===== src/pixel_fetch_pkg.sv =====
/*
 * Pixel fetch shared definitions
 * Widths, beat geometry, vector types and the structs that travel
 * between the request, queue and select stages
 */
package pixel_fetch_pkg;

    // Bus and pixel geometry
    localparam int ADDR_WIDTH    = 32;
    localparam int STREAM_WIDTH  = 32;
    localparam int PIXEL_WIDTH   = 16;
    localparam int PIX_PER_BEAT  = 2;
    localparam int SLOT_WIDTH    = 1;
    localparam int BEAT_BYTES_LG = 2;
    localparam int TAG_WIDTH     = ADDR_WIDTH - SLOT_WIDTH;

    // Fragment queue sizing
    localparam int QUEUE_DEPTH   = 8;
    localparam int PTR_WIDTH     = $clog2(QUEUE_DEPTH);
    localparam int COUNT_WIDTH   = $clog2(QUEUE_DEPTH + 1);

    typedef logic [ADDR_WIDTH - 1 : 0]   addr_t;
    typedef logic [ADDR_WIDTH - 1 : 0]   pix_index_t;
    typedef logic [TAG_WIDTH - 1 : 0]    tag_t;
    typedef logic [SLOT_WIDTH - 1 : 0]   slot_t;
    typedef logic [STREAM_WIDTH - 1 : 0] beat_t;
    typedef logic [PIXEL_WIDTH - 1 : 0]  pixel_t;

    typedef struct packed {
        pix_index_t index;
        logic       last;
    } frag_t;

    typedef struct packed {
        slot_t slot;
        logic  new_line;
        logic  last;
    } queue_entry_t;

    typedef struct packed {
        pixel_t pixel;
        logic   last;
    } pixel_out_t;

    typedef enum logic {IDLE, SKID} req_state_t;

endpackage


===== src/fetch_request_gen.sv =====
/*
 * Fetch request generator
 * Compares the beat tag of each fragment with the previous one and
 * issues one read address per new line. A conflicting fragment waits
 * in a skid register while a request is still pending.
 */
`timescale 1ns/1ps

module fetch_request_gen import pixel_fetch_pkg::*;
(
    input  logic         aclk,
    input  logic         resetn,
    input  addr_t        conf_addr,
    input  frag_t        frag,
    input  logic         frag_valid,
    output logic         frag_ready,
    output addr_t        ar_addr,
    output logic         ar_valid,
    input  logic         ar_ready,
    output logic         push,
    output queue_entry_t push_entry,
    input  logic         queue_full
);

    req_state_t state;
    tag_t       last_tag;
    tag_t       frag_tag;
    slot_t      frag_slot;
    logic       new_line;
    logic       accept;
    // Skid register for a fragment that needs a line while one is pending
    tag_t       skid_tag;
    slot_t      skid_slot;
    logic       skid_last;
    // Pending request between acceptance and the address stage
    logic       mem_request;
    tag_t       req_tag;
    logic       req_set;
    logic       req_take;
    addr_t      line_offset;

    // Split index into beat tag and pixel slot
    assign frag_tag  = frag.index[SLOT_WIDTH +: TAG_WIDTH];
    assign frag_slot = frag.index[SLOT_WIDTH - 1 : 0];
    assign new_line  = frag_tag != last_tag;

    // No acceptance while parked in skid or queue has no room
    assign frag_ready = (state == IDLE) && !queue_full;
    assign accept     = frag_valid && frag_ready;

    // New request from a fresh fragment or from the skid register
    assign req_set  = !mem_request &&
                      ((state == SKID) || (accept && new_line));
    // Pending request moves on once the address stage is idle
    assign req_take = mem_request && !ar_valid;

    assign line_offset = addr_t'(req_tag) << BEAT_BYTES_LG;

    ////////////////////////////////////////
    // Fragment acceptance
    ////////////////////////////////////////
    always_ff @(posedge aclk)
    begin
        if (!resetn)
        begin
            state    <= IDLE;
            last_tag <= '1;
            push     <= 1'b0;
        end
        else
        begin
            push <= 1'b0;
            case (state)
                IDLE:
                begin
                    if (accept)
                    begin
                        if (new_line && mem_request)
                        begin
                            // Request slot busy, park the fragment
                            state <= SKID;
                        end
                        else
                        begin
                            push     <= 1'b1;
                            // Last fragment of a packet forces a fresh fetch
                            last_tag <= frag.last ? '1 : frag_tag;
                        end
                    end
                end
                SKID:
                begin
                    if (!mem_request)
                    begin
                        push     <= 1'b1;
                        state    <= IDLE;
                        last_tag <= skid_last ? '1 : skid_tag;
                    end
                end
                default: state <= IDLE;
            endcase
        end
    end

    // Payload side of acceptance and the request tag
    always_ff @(posedge aclk)
    begin
        if ((state == IDLE) && accept)
        begin
            skid_tag   <= frag_tag;
            skid_slot  <= frag_slot;
            skid_last  <= frag.last;
            push_entry <= '{slot: frag_slot, new_line: new_line, last: frag.last};
        end
        else if (state == SKID)
        begin
            // Skid fragment always opens a line
            push_entry <= '{slot: skid_slot, new_line: 1'b1, last: skid_last};
        end
        if (req_set)
        begin
            req_tag <= (state == SKID) ? skid_tag : frag_tag;
        end
    end

    always_ff @(posedge aclk)
    begin
        if (!resetn)
            mem_request <= 1'b0;
        else if (req_set)
            mem_request <= 1'b1;
        else if (req_take)
            mem_request <= 1'b0;
    end

    ////////////////////////////////////////
    // Read address stage
    ////////////////////////////////////////
    always_ff @(posedge aclk)
    begin
        if (!resetn)
        begin
            ar_valid <= 1'b0;
        end
        else if (!ar_valid)
        begin
            if (mem_request)
                ar_valid <= 1'b1;
        end
        else if (ar_ready)
        begin
            ar_valid <= 1'b0;
        end
    end

    // Address only loads while the channel is idle so it holds until ready
    always_ff @(posedge aclk)
    begin
        if (req_take)
            ar_addr <= conf_addr + line_offset;
    end

endmodule


===== src/fragment_queue.sv =====
/*
 * Fragment queue
 * Circular buffer that keeps fragment order and slot information
 * between request issue and read data return
 */
`timescale 1ns/1ps

module fragment_queue import pixel_fetch_pkg::*;
(
    input  logic         aclk,
    input  logic         resetn,
    input  logic         push,
    input  queue_entry_t push_entry,
    output logic         full,
    output queue_entry_t head,
    output logic         head_valid,
    input  logic         pop
);

    queue_entry_t             mem [QUEUE_DEPTH];
    logic [PTR_WIDTH - 1 : 0] wr_ptr;
    logic [PTR_WIDTH - 1 : 0] rd_ptr;
    logic [COUNT_WIDTH - 1 : 0] count;
    logic                     do_push;
    logic                     do_pop;

    assign head       = mem[rd_ptr];
    assign head_valid = count != '0;

    // One entry held back, the producer pushes a cycle after it accepts
    assign full = count >= COUNT_WIDTH'(QUEUE_DEPTH - 1);

    assign do_push = push && (count != COUNT_WIDTH'(QUEUE_DEPTH));
    assign do_pop  = pop && head_valid;

    always_ff @(posedge aclk)
    begin
        if (!resetn)
        begin
            wr_ptr <= '0;
            rd_ptr <= '0;
            count  <= '0;
        end
        else
        begin
            if (do_push)
                wr_ptr <= (wr_ptr == PTR_WIDTH'(QUEUE_DEPTH - 1)) ? '0 : wr_ptr + 1'b1;
            if (do_pop)
                rd_ptr <= (rd_ptr == PTR_WIDTH'(QUEUE_DEPTH - 1)) ? '0 : rd_ptr + 1'b1;
            // Occupancy only moves when exactly one side is active
            if (do_push && !do_pop)
                count <= count + 1'b1;
            else if (do_pop && !do_push)
                count <= count - 1'b1;
        end
    end

    // Storage
    always_ff @(posedge aclk)
    begin
        if (do_push)
            mem[wr_ptr] <= push_entry;
    end

endmodule


===== src/pixel_select.sv =====
/*
 * Pixel selector
 * Latches read beats into a line register and picks one pixel per
 * queued fragment, keeping the packet last flag
 */
`timescale 1ns/1ps

module pixel_select import pixel_fetch_pkg::*;
(
    input  logic         aclk,
    input  logic         resetn,
    input  queue_entry_t head,
    input  logic         head_valid,
    output logic         pop,
    input  beat_t        r_data,
    input  logic         r_valid,
    output logic         r_ready,
    output pixel_out_t   pixel,
    output logic         pixel_valid,
    input  logic         pixel_ready
);

    beat_t                           line_q;
    beat_t                           src_beat;
    pixel_t [PIX_PER_BEAT - 1 : 0]   pix_lane;
    logic                            out_free;

    // Output register can take a new pixel
    assign out_free = !pixel_valid || pixel_ready;

    ////////////////////////////////////////
    // Queue and read data handshakes
    ////////////////////////////////////////

    // Beats only taken for a head that opens a new line
    assign r_ready = head_valid && head.new_line && out_free;

    // New line head waits for its beat, others use the held line
    assign pop = head_valid && out_free && (!head.new_line || r_valid);

    // Incoming beat bypasses the line register on a new line
    assign src_beat = head.new_line ? r_data : line_q;
    assign pix_lane = src_beat;

    ////////////////////////////////////////
    // Line and output registers
    ////////////////////////////////////////
    always_ff @(posedge aclk)
    begin
        if (pop && head.new_line)
            line_q <= r_data;
        if (pop)
        begin
            pixel.pixel <= pix_lane[head.slot];
            pixel.last  <= head.last;
        end
    end

    always_ff @(posedge aclk)
    begin
        if (!resetn)
        begin
            pixel_valid <= 1'b0;
        end
        else if (pop)
        begin
            pixel_valid <= 1'b1;
        end
        else if (pixel_ready)
        begin
            // Pixel taken and nothing new behind it
            pixel_valid <= 1'b0;
        end
    end

endmodule


===== src/pixel_fetch_top.sv =====
/*
 * Pixel fetch unit
 * Request generator, fragment queue and pixel selector in a chain
 * between the fragment stream, the read channels and the pixel output
 */
`timescale 1ns/1ps

module pixel_fetch_top import pixel_fetch_pkg::*;
(
    input  logic       aclk,
    input  logic       resetn,
    input  addr_t      conf_addr,
    input  frag_t      frag,
    input  logic       frag_valid,
    output logic       frag_ready,
    output addr_t      ar_addr,
    output logic       ar_valid,
    input  logic       ar_ready,
    input  beat_t      r_data,
    input  logic       r_valid,
    output logic       r_ready,
    output pixel_out_t pixel,
    output logic       pixel_valid,
    input  logic       pixel_ready
);

    // Queue push side
    logic         push;
    queue_entry_t push_entry;
    logic         queue_full;
    // Queue head side
    queue_entry_t head;
    logic         head_valid;
    logic         pop;

    fetch_request_gen fetch_request_gen_i (
        .aclk       (aclk),
        .resetn     (resetn),
        .conf_addr  (conf_addr),
        .frag       (frag),
        .frag_valid (frag_valid),
        .frag_ready (frag_ready),
        .ar_addr    (ar_addr),
        .ar_valid   (ar_valid),
        .ar_ready   (ar_ready),
        .push       (push),
        .push_entry (push_entry),
        .queue_full (queue_full)
    );

    fragment_queue fragment_queue_i (
        .aclk       (aclk),
        .resetn     (resetn),
        .push       (push),
        .push_entry (push_entry),
        .full       (queue_full),
        .head       (head),
        .head_valid (head_valid),
        .pop        (pop)
    );

    pixel_select pixel_select_i (
        .aclk        (aclk),
        .resetn      (resetn),
        .head        (head),
        .head_valid  (head_valid),
        .pop         (pop),
        .r_data      (r_data),
        .r_valid     (r_valid),
        .r_ready     (r_ready),
        .pixel       (pixel),
        .pixel_valid (pixel_valid),
        .pixel_ready (pixel_ready)
    );

endmodule


===== config.mk =====
export PLATFORM = sky130hd
export DESIGN_NAME = pixel_fetch_top
export DESIGN_NICKNAME = d
export VERILOG_FILES = /design/src/pixel_fetch_pkg.sv /design/src/fetch_request_gen.sv /design/src/fragment_queue.sv /design/src/pixel_select.sv /design/src/pixel_fetch_top.sv
export SDC_FILE = /design/constraint.sdc
export NUM_CORES = 1
export LEC_CHECK = 0
export BUFFER_PORTS_ARGS = -buffer_cell sky130_fd_sc_hd__buf_2
export CAP_MARGIN = 0
export CELL_PAD_IN_SITES_DETAIL_PLACEMENT = 0
export CELL_PAD_IN_SITES_GLOBAL_PLACEMENT = 2
export CORE_MARGIN = 5
export CORE_UTILIZATION = 40
export CTS_BUF_LIST = sky130_fd_sc_hd__clkbuf_4 sky130_fd_sc_hd__clkbuf_8
export DETAILED_ROUTE_END_ITERATION = 10
export PLACE_DENSITY_LB_ADDON = 0.1
export SYNTH_ARGS = -nofsm -noshare
export SYNTH_HDL_FRONTEND = slang
export SYNTH_SLANG_ARGS = --single-unit

===== constraint.sdc =====
create_clock -name aclk -period 4 [get_ports aclk]
set_input_delay 0.6 -clock aclk [delete_from_list [all_inputs] [get_ports aclk]]
set_output_delay 0.6 -clock aclk [all_outputs]
set_load 0.005 [all_outputs]

# Word level (Yosys, flattened, before mapping)
# Memories as Yosys holds them, arrays and structs flattened. A register that Yosys moved wholly into a read port is not among the register bits.
# Index checks and enable logic that the tools add are counted.
# classes
addsub	5
bitwise	1
order_cmp	2
n_reduce_logical	32
n_mux	34
eq_ne	7
n_div	0
mul	0
shifts	0
# op_table
operator	count
$mux 31	5
$pmux 31 s2	1
$add 32x32->32	1
$mux 16	2
$mux 32	1
$ne 31x31->1	1
$mux 30	1
$mux 3	6
$logic_and 1x1->1	16
$mux 1	14
$mux 4	2
$reduce_bool 2->1	4
$logic_not 1->1	7
$add 3x1->3 const B	2
$eq 3x3->1 const B	2
$add 4x1->4 const B	1
$ge 4x3->1 const B	1
$ne 2x2->1 const B	2
$ne 4x4->1 const B	1
$pmux 1 s2	2
$reduce_bool 4->1	1
$sub 4x1->4 const B	1
$logic_or 1x1->1	3
$reduce_and 3->1	1
other kinds (3)	3
# totals
rom_bits	0
memories	1
word_cells	102
latch_bits	0
mem_bits_rw	24
regBits	193
input_bits	103
# memory_table
name	words	word_bits	rd	rd_ports_with_merged_regs	wr	line	text
fragment_queue_i.mem	8	3	1	1	1	fragment_queue.sv:20	queue_entry_t mem [QUEUE_DEPTH];

# Logic depth before layout (Yosys ltp)
# depth
ltp_word	8
ltp_mapped	12
ltp_nobuf	12

# Hierarchy
# A second synthesis with hierarchy kept.
# hier_totals
cells_unflattened	755
hier_area_um2	10273.6
# by_module_without_submodules
module	cells_each	area_each_um2	n_inst
fetch_request_gen	565	6693.9	1
pixel_select	79	1966.9	1
fragment_queue	111	1612.8	1

# Least setup slack after synthesis
# OpenSTA, ideal clock, no wires.
# synth_path
path_kind	register to register
startpoint	register with a tool-made name
endpoint	register fragment_queue_i.count[3]
t_arrival_ps	2924
stages_incl_launch_ff	13
path_slack_ps	1006
setup_time_ps	70
t_required_ps	3930
path_buffers	1
period_less_slack_ps	2994
path_cell_list	dfxtp_1 -> buf_2 -> mux4_2 -> mux2i_2 -> o21ai_1 -> ha_1 -> inv_1 -> ha_1 -> a21o_1 -> a21oi_1 -> xnor2_1 -> or3_1 -> a21oi_1
# synth_lines
item	line	text
to (signal assigned)	fragment_queue.sv:52	count <= count + 1'b1;
to (signal assigned)	fragment_queue.sv:54	count <= count - 1'b1;
to (decl)	fragment_queue.sv:23	logic [COUNT_WIDTH - 1 : 0] count;

==> flow_metrics.env <==
export IMPL_cts_resized=0
export IMPL_drt_iter0_drc=254
export IMPL_synth_cell_type_count=58
export IMPL_finalClockSkew_ns=0.03792
export IMPL_antennaDiodeCount=0
export IMPL_cp_required_ns=4.42
export IMPL_synthToLayoutAreaGrowth_pct=19.29
export IMPL_die_h_um=169.0
export IMPL_dpl_cell_area_um2=11250
export IMPL_ys_ff_latch=220
export IMPL_ant_nets=0
export IMPL_worst_pin_slew_ns=0.7345
export IMPL_crit_chain="mux4_2 -> mux2i_2 -> o21ai_1 -> ha_1 -> inv_1 -> ha_1 -> a21o_1 -> a21oi_1 -> xnor2_1 -> or3_1 -> a21oi_1"
export IMPL_cts_setup_buffers=0
export IMPL_drv_slew=0
export IMPL_via_per_inst=5.156
export IMPL_rrSetupSlack_ns=0.84
export IMPL_rsz0062_at_grt="no"
export IMPL_regArea_um2=6116
export IMPL_synth_largest_area_cell="edfxtp_1"
export IMPL_drive_gt1_share_pct=28.88
export IMPL_outcome="finished, final reports clean"
export IMPL_crit_type="register to register"
export IMPL_finalHoldViolCount=0
export IMPL_cts_hold_buf=0
export IMPL_hp_class="primary input to register"
export IMPL_cts_max_level=2
export IMPL_cts_buffers_inserted=39
export IMPL_worstSetupEndpointType="register"
export IMPL_grt_pass1_wl_um=37670
export IMPL_syn_area_per_cell_um2=12.84
export IMPL_cellLeakagePower_nw=4.618
export IMPL_synthesis_area_um2=10120
export IMPL_cp_slowest_stage_delay_ns=0.57
export IMPL_finalNetCount=1099
export IMPL_cts_root_buf="clkbuf_8"
export IMPL_cts_tree="done"
export IMPL_cellInternalPower_mw=5.255
export IMPL_start_util_pct=40.40
export IMPL_ys_top_cells_by_area="edfxtp_1 (51%), dfxtp_1 (9.7%), ha_1 (4.5%), mux2_2 (3.5%), xor2_1 (2.7%)"
export IMPL_grt_total_usage_pct=16.55
export IMPL_cp_slowest_cell="mux4_2"
export IMPL_clkPwrFrac_pct=27.8
export IMPL_path_clk_slew_ns=0.05
export IMPL_switchingPower_mw=2.397
export IMPL_final_util_pct=48.20
export IMPL_routed_wirelength_um=24150
export IMPL_clock_latency_ns=0.53
export IMPL_crit_path_end="fragment_queue_i.count[3]"
export IMPL_place_hpwl_um=17120
export IMPL_combPwrFrac_pct=28.1
export IMPL_seq_area_frac_synth_pct=60.46
export IMPL_coreArea_um2=25040
export IMPL_grt_max_degree=63
export IMPL_final_common_cell="edfxtp_1"
export IMPL_ir_worst_vdd_mv=0.3233
export IMPL_multi_input_area_um2=3815
export IMPL_relSlewSlack_pct=51.03
export IMPL_wl_per_cell_um=18.34
export IMPL_vias=6790
export IMPL_place_port_buffers=155
export IMPL_grt_pass1_vias=7103
export IMPL_p_sw_share_pct=31.32
export IMPL_firstDrtPassIters=4
export IMPL_antenna_found_initial=1
export IMPL_cts_sinks=220
export IMPL_design_die_area_um2=28570
export IMPL_fin_crit_ns=3.158
export IMPL_fin_area_um2=12070
export IMPL_cts_buffer_depth=3
export IMPL_p_seq_share_pct=44.1
export IMPL_synth_edf_count=171
export IMPL_worstPathMaxFanout=8
export IMPL_critPathLaunchType="register"
export IMPL_fillCellCount=2284
export IMPL_die_x_um=169.0
export IMPL_setup_viol=0
export IMPL_fp_row_count=58
export IMPL_synth_ff_type="edfxtp_1"
export IMPL_pwr_density_cell_nw_per_um2=634.0
export IMPL_yosys_warnings=0
export IMPL_setup_tns_ns=0
export IMPL_fmax_mhz=316.7
export IMPL_final_cell_mix="edfxtp_1 (171), buf_2 (155), nand2_1 (59)"
export IMPL_synth_top_area_share_pct=50.76
export IMPL_worstReg2RegEnd="fragment_queue_i.count[3]"
export IMPL_overflow=0
export IMPL_drcViolationCount=0
export IMPL_fin_crit_sh_pct=78.94
export IMPL_ys_async_sr_fraction_pct=0
export IMPL_pin_count=156
export IMPL_syn_inst=788
export IMPL_worst_ep_arrival_time_ns=3.58
export IMPL_synthesis_nets=929
export IMPL_gp_congestion=0.8910
export IMPL_r2r_cells=11
export IMPL_drv_cap=0
## layout make-up
class	instances	area share, %
Multi-Input combinational cell	515	31.61
Clock inverter	11	0.6843
Timing Repair Buffer	164	6.988
Inverter	18	0.5599
Tap cell	330	3.421
Clock buffer	59	6.055
Sequential cell	220	50.68
## power groups by stage
| stage | logic, mW | clock network (mW) | registers, mW |
|---|---|---|---|
| after floorplan | 1.50 | 0 | 3.38 |
| after global placement | 2.14 | 0 | 3.41 |
| after detailed placement | 2.18 | 0 | 3.43 |
| after CTS | 2.19 | 2.21 | 3.38 |
| after global routing | 2.40 | 2.33 | 3.43 |
| final | 2.15 | 2.13 | 3.37 |
## flip-flops by register name, summed over array words and instances (netlist names), 3 cells and up, named ones only
register                        count
fetch_request_gen_i.ar_addr        32
fetch_request_gen_i.last_tag       31
fetch_request_gen_i.push_entry      3
fetch_request_gen_i.req_tag        30
fetch_request_gen_i.skid_tag       31
fragment_queue_i.count              4
fragment_queue_i.mem               24
fragment_queue_i.rd_ptr             3
fragment_queue_i.wr_ptr             3
pixel_select_i.line_q              32
pixel_select_i.pixel               17
## metrics by stage
stage	hold WS [ns]	setup slack [ns]	instances	power (mW)
2_1_floorplan	0.4547	1.006	788	4.878
3_3_place_gp	0.4801	0.7312	1247	5.552
3_5_place_dp	0.4857	0.6943	1247	5.610
4_1_cts	0.2214	0.7963	1317	7.783
5_1_grt	0.2191	0.5310	1317	8.158
6_report	0.2657	0.8424	1317	7.651
## how the worst min path moves through the flow
stage	from	end	slack, ns	cells past startpoint
after floorplan	fragment_queue_i.rd_ptr[2]	register	0.45	2
after global placement	fragment_queue_i.rd_ptr[2]	fragment_queue_i.rd_ptr[2]	0.48	2
after detailed placement	fragment_queue_i.rd_ptr[2]	register	0.49	2
after CTS	conf_addr[0]	fetch_request_gen_i.ar_addr[0]	0.22	1
after global routing	conf_addr[1]	fetch_request_gen_i.ar_addr[1]	0.22	1
final	conf_addr[0]	fetch_request_gen_i.ar_addr[0]	0.27	1
## worst max-delay path: cells and delay by family, from the launching register on
family / cells / cell delay [ns]
fa+ha+maj: 2 / 0.56
flops: 1 / 0.54
buf+inv: 1 / 0.13
mux: 2 / 0.75
simple gates: 1 / 0.30
compound gates: 4 / 0.70
xor+xnor: 1 / 0.09
## cells in the mapped netlist, drive strengths merged, types with 2 or more instances
| cell | number |
|---|---|
| nor2 | 41 |
| xor2 | 31 |
| nand4 | 5 |
| nand3 | 10 |
| nand2b | 7 |
| a2111oi | 2 |
| nor3 | 12 |
| o21a | 3 |
| ha | 36 |
| nor3b | 2 |
| nor4 | 7 |
| or3 | 2 |
| inv | 17 |
| buf | 15 |
| a211oi | 20 |
| a21oi | 52 |
| clkbuf | 20 |
| o211ai | 31 |
| dfxtp | 49 |
| a21o | 9 |
| mux2 | 31 |
| mux4 | 6 |
| o31ai | 3 |
| xnor2 | 30 |
| edfxtp | 171 |
| nor2b | 22 |
| o21ai | 18 |
| nand2 | 60 |
| a31o | 2 |
| o21bai | 2 |
| o22ai | 34 |
| a31oi | 3 |
| mux2i | 21 |
| fa | 2 |
## cell families (layout without fill, tap and decap cells)
logic type | after synthesis | after routing | synth area share (%)
buf+inv | 53 | 252 | 2.189
simple gates | 171 | 171 | 7.928
fa+ha+maj | 38 | 38 | 4.848
mux | 58 | 58 | 6.902
compound gates | 187 | 187 | 12.39
xor+xnor | 61 | 61 | 5.281
flops | 220 | 220 | 60.46
## metal layers
| metal | vias up | wire (um) | global-route usage (%) | part of all wire (%) |
|---|---|---|---|---|
| li1 | 3341 | - | - | - |
| met1 | 3220 | 10460 | 21.16 | 43 |
| met2 | 191 | 11770 | 28.24 | 49 |
| met3 | 36 | 1475 | 3.737 | 6.1 |
| met4 | 2 | 445 | 4.935 | 1.8 |
| met5 | - | 7 | 0 | 0.029 |
(Power assumes the default switching activity.)
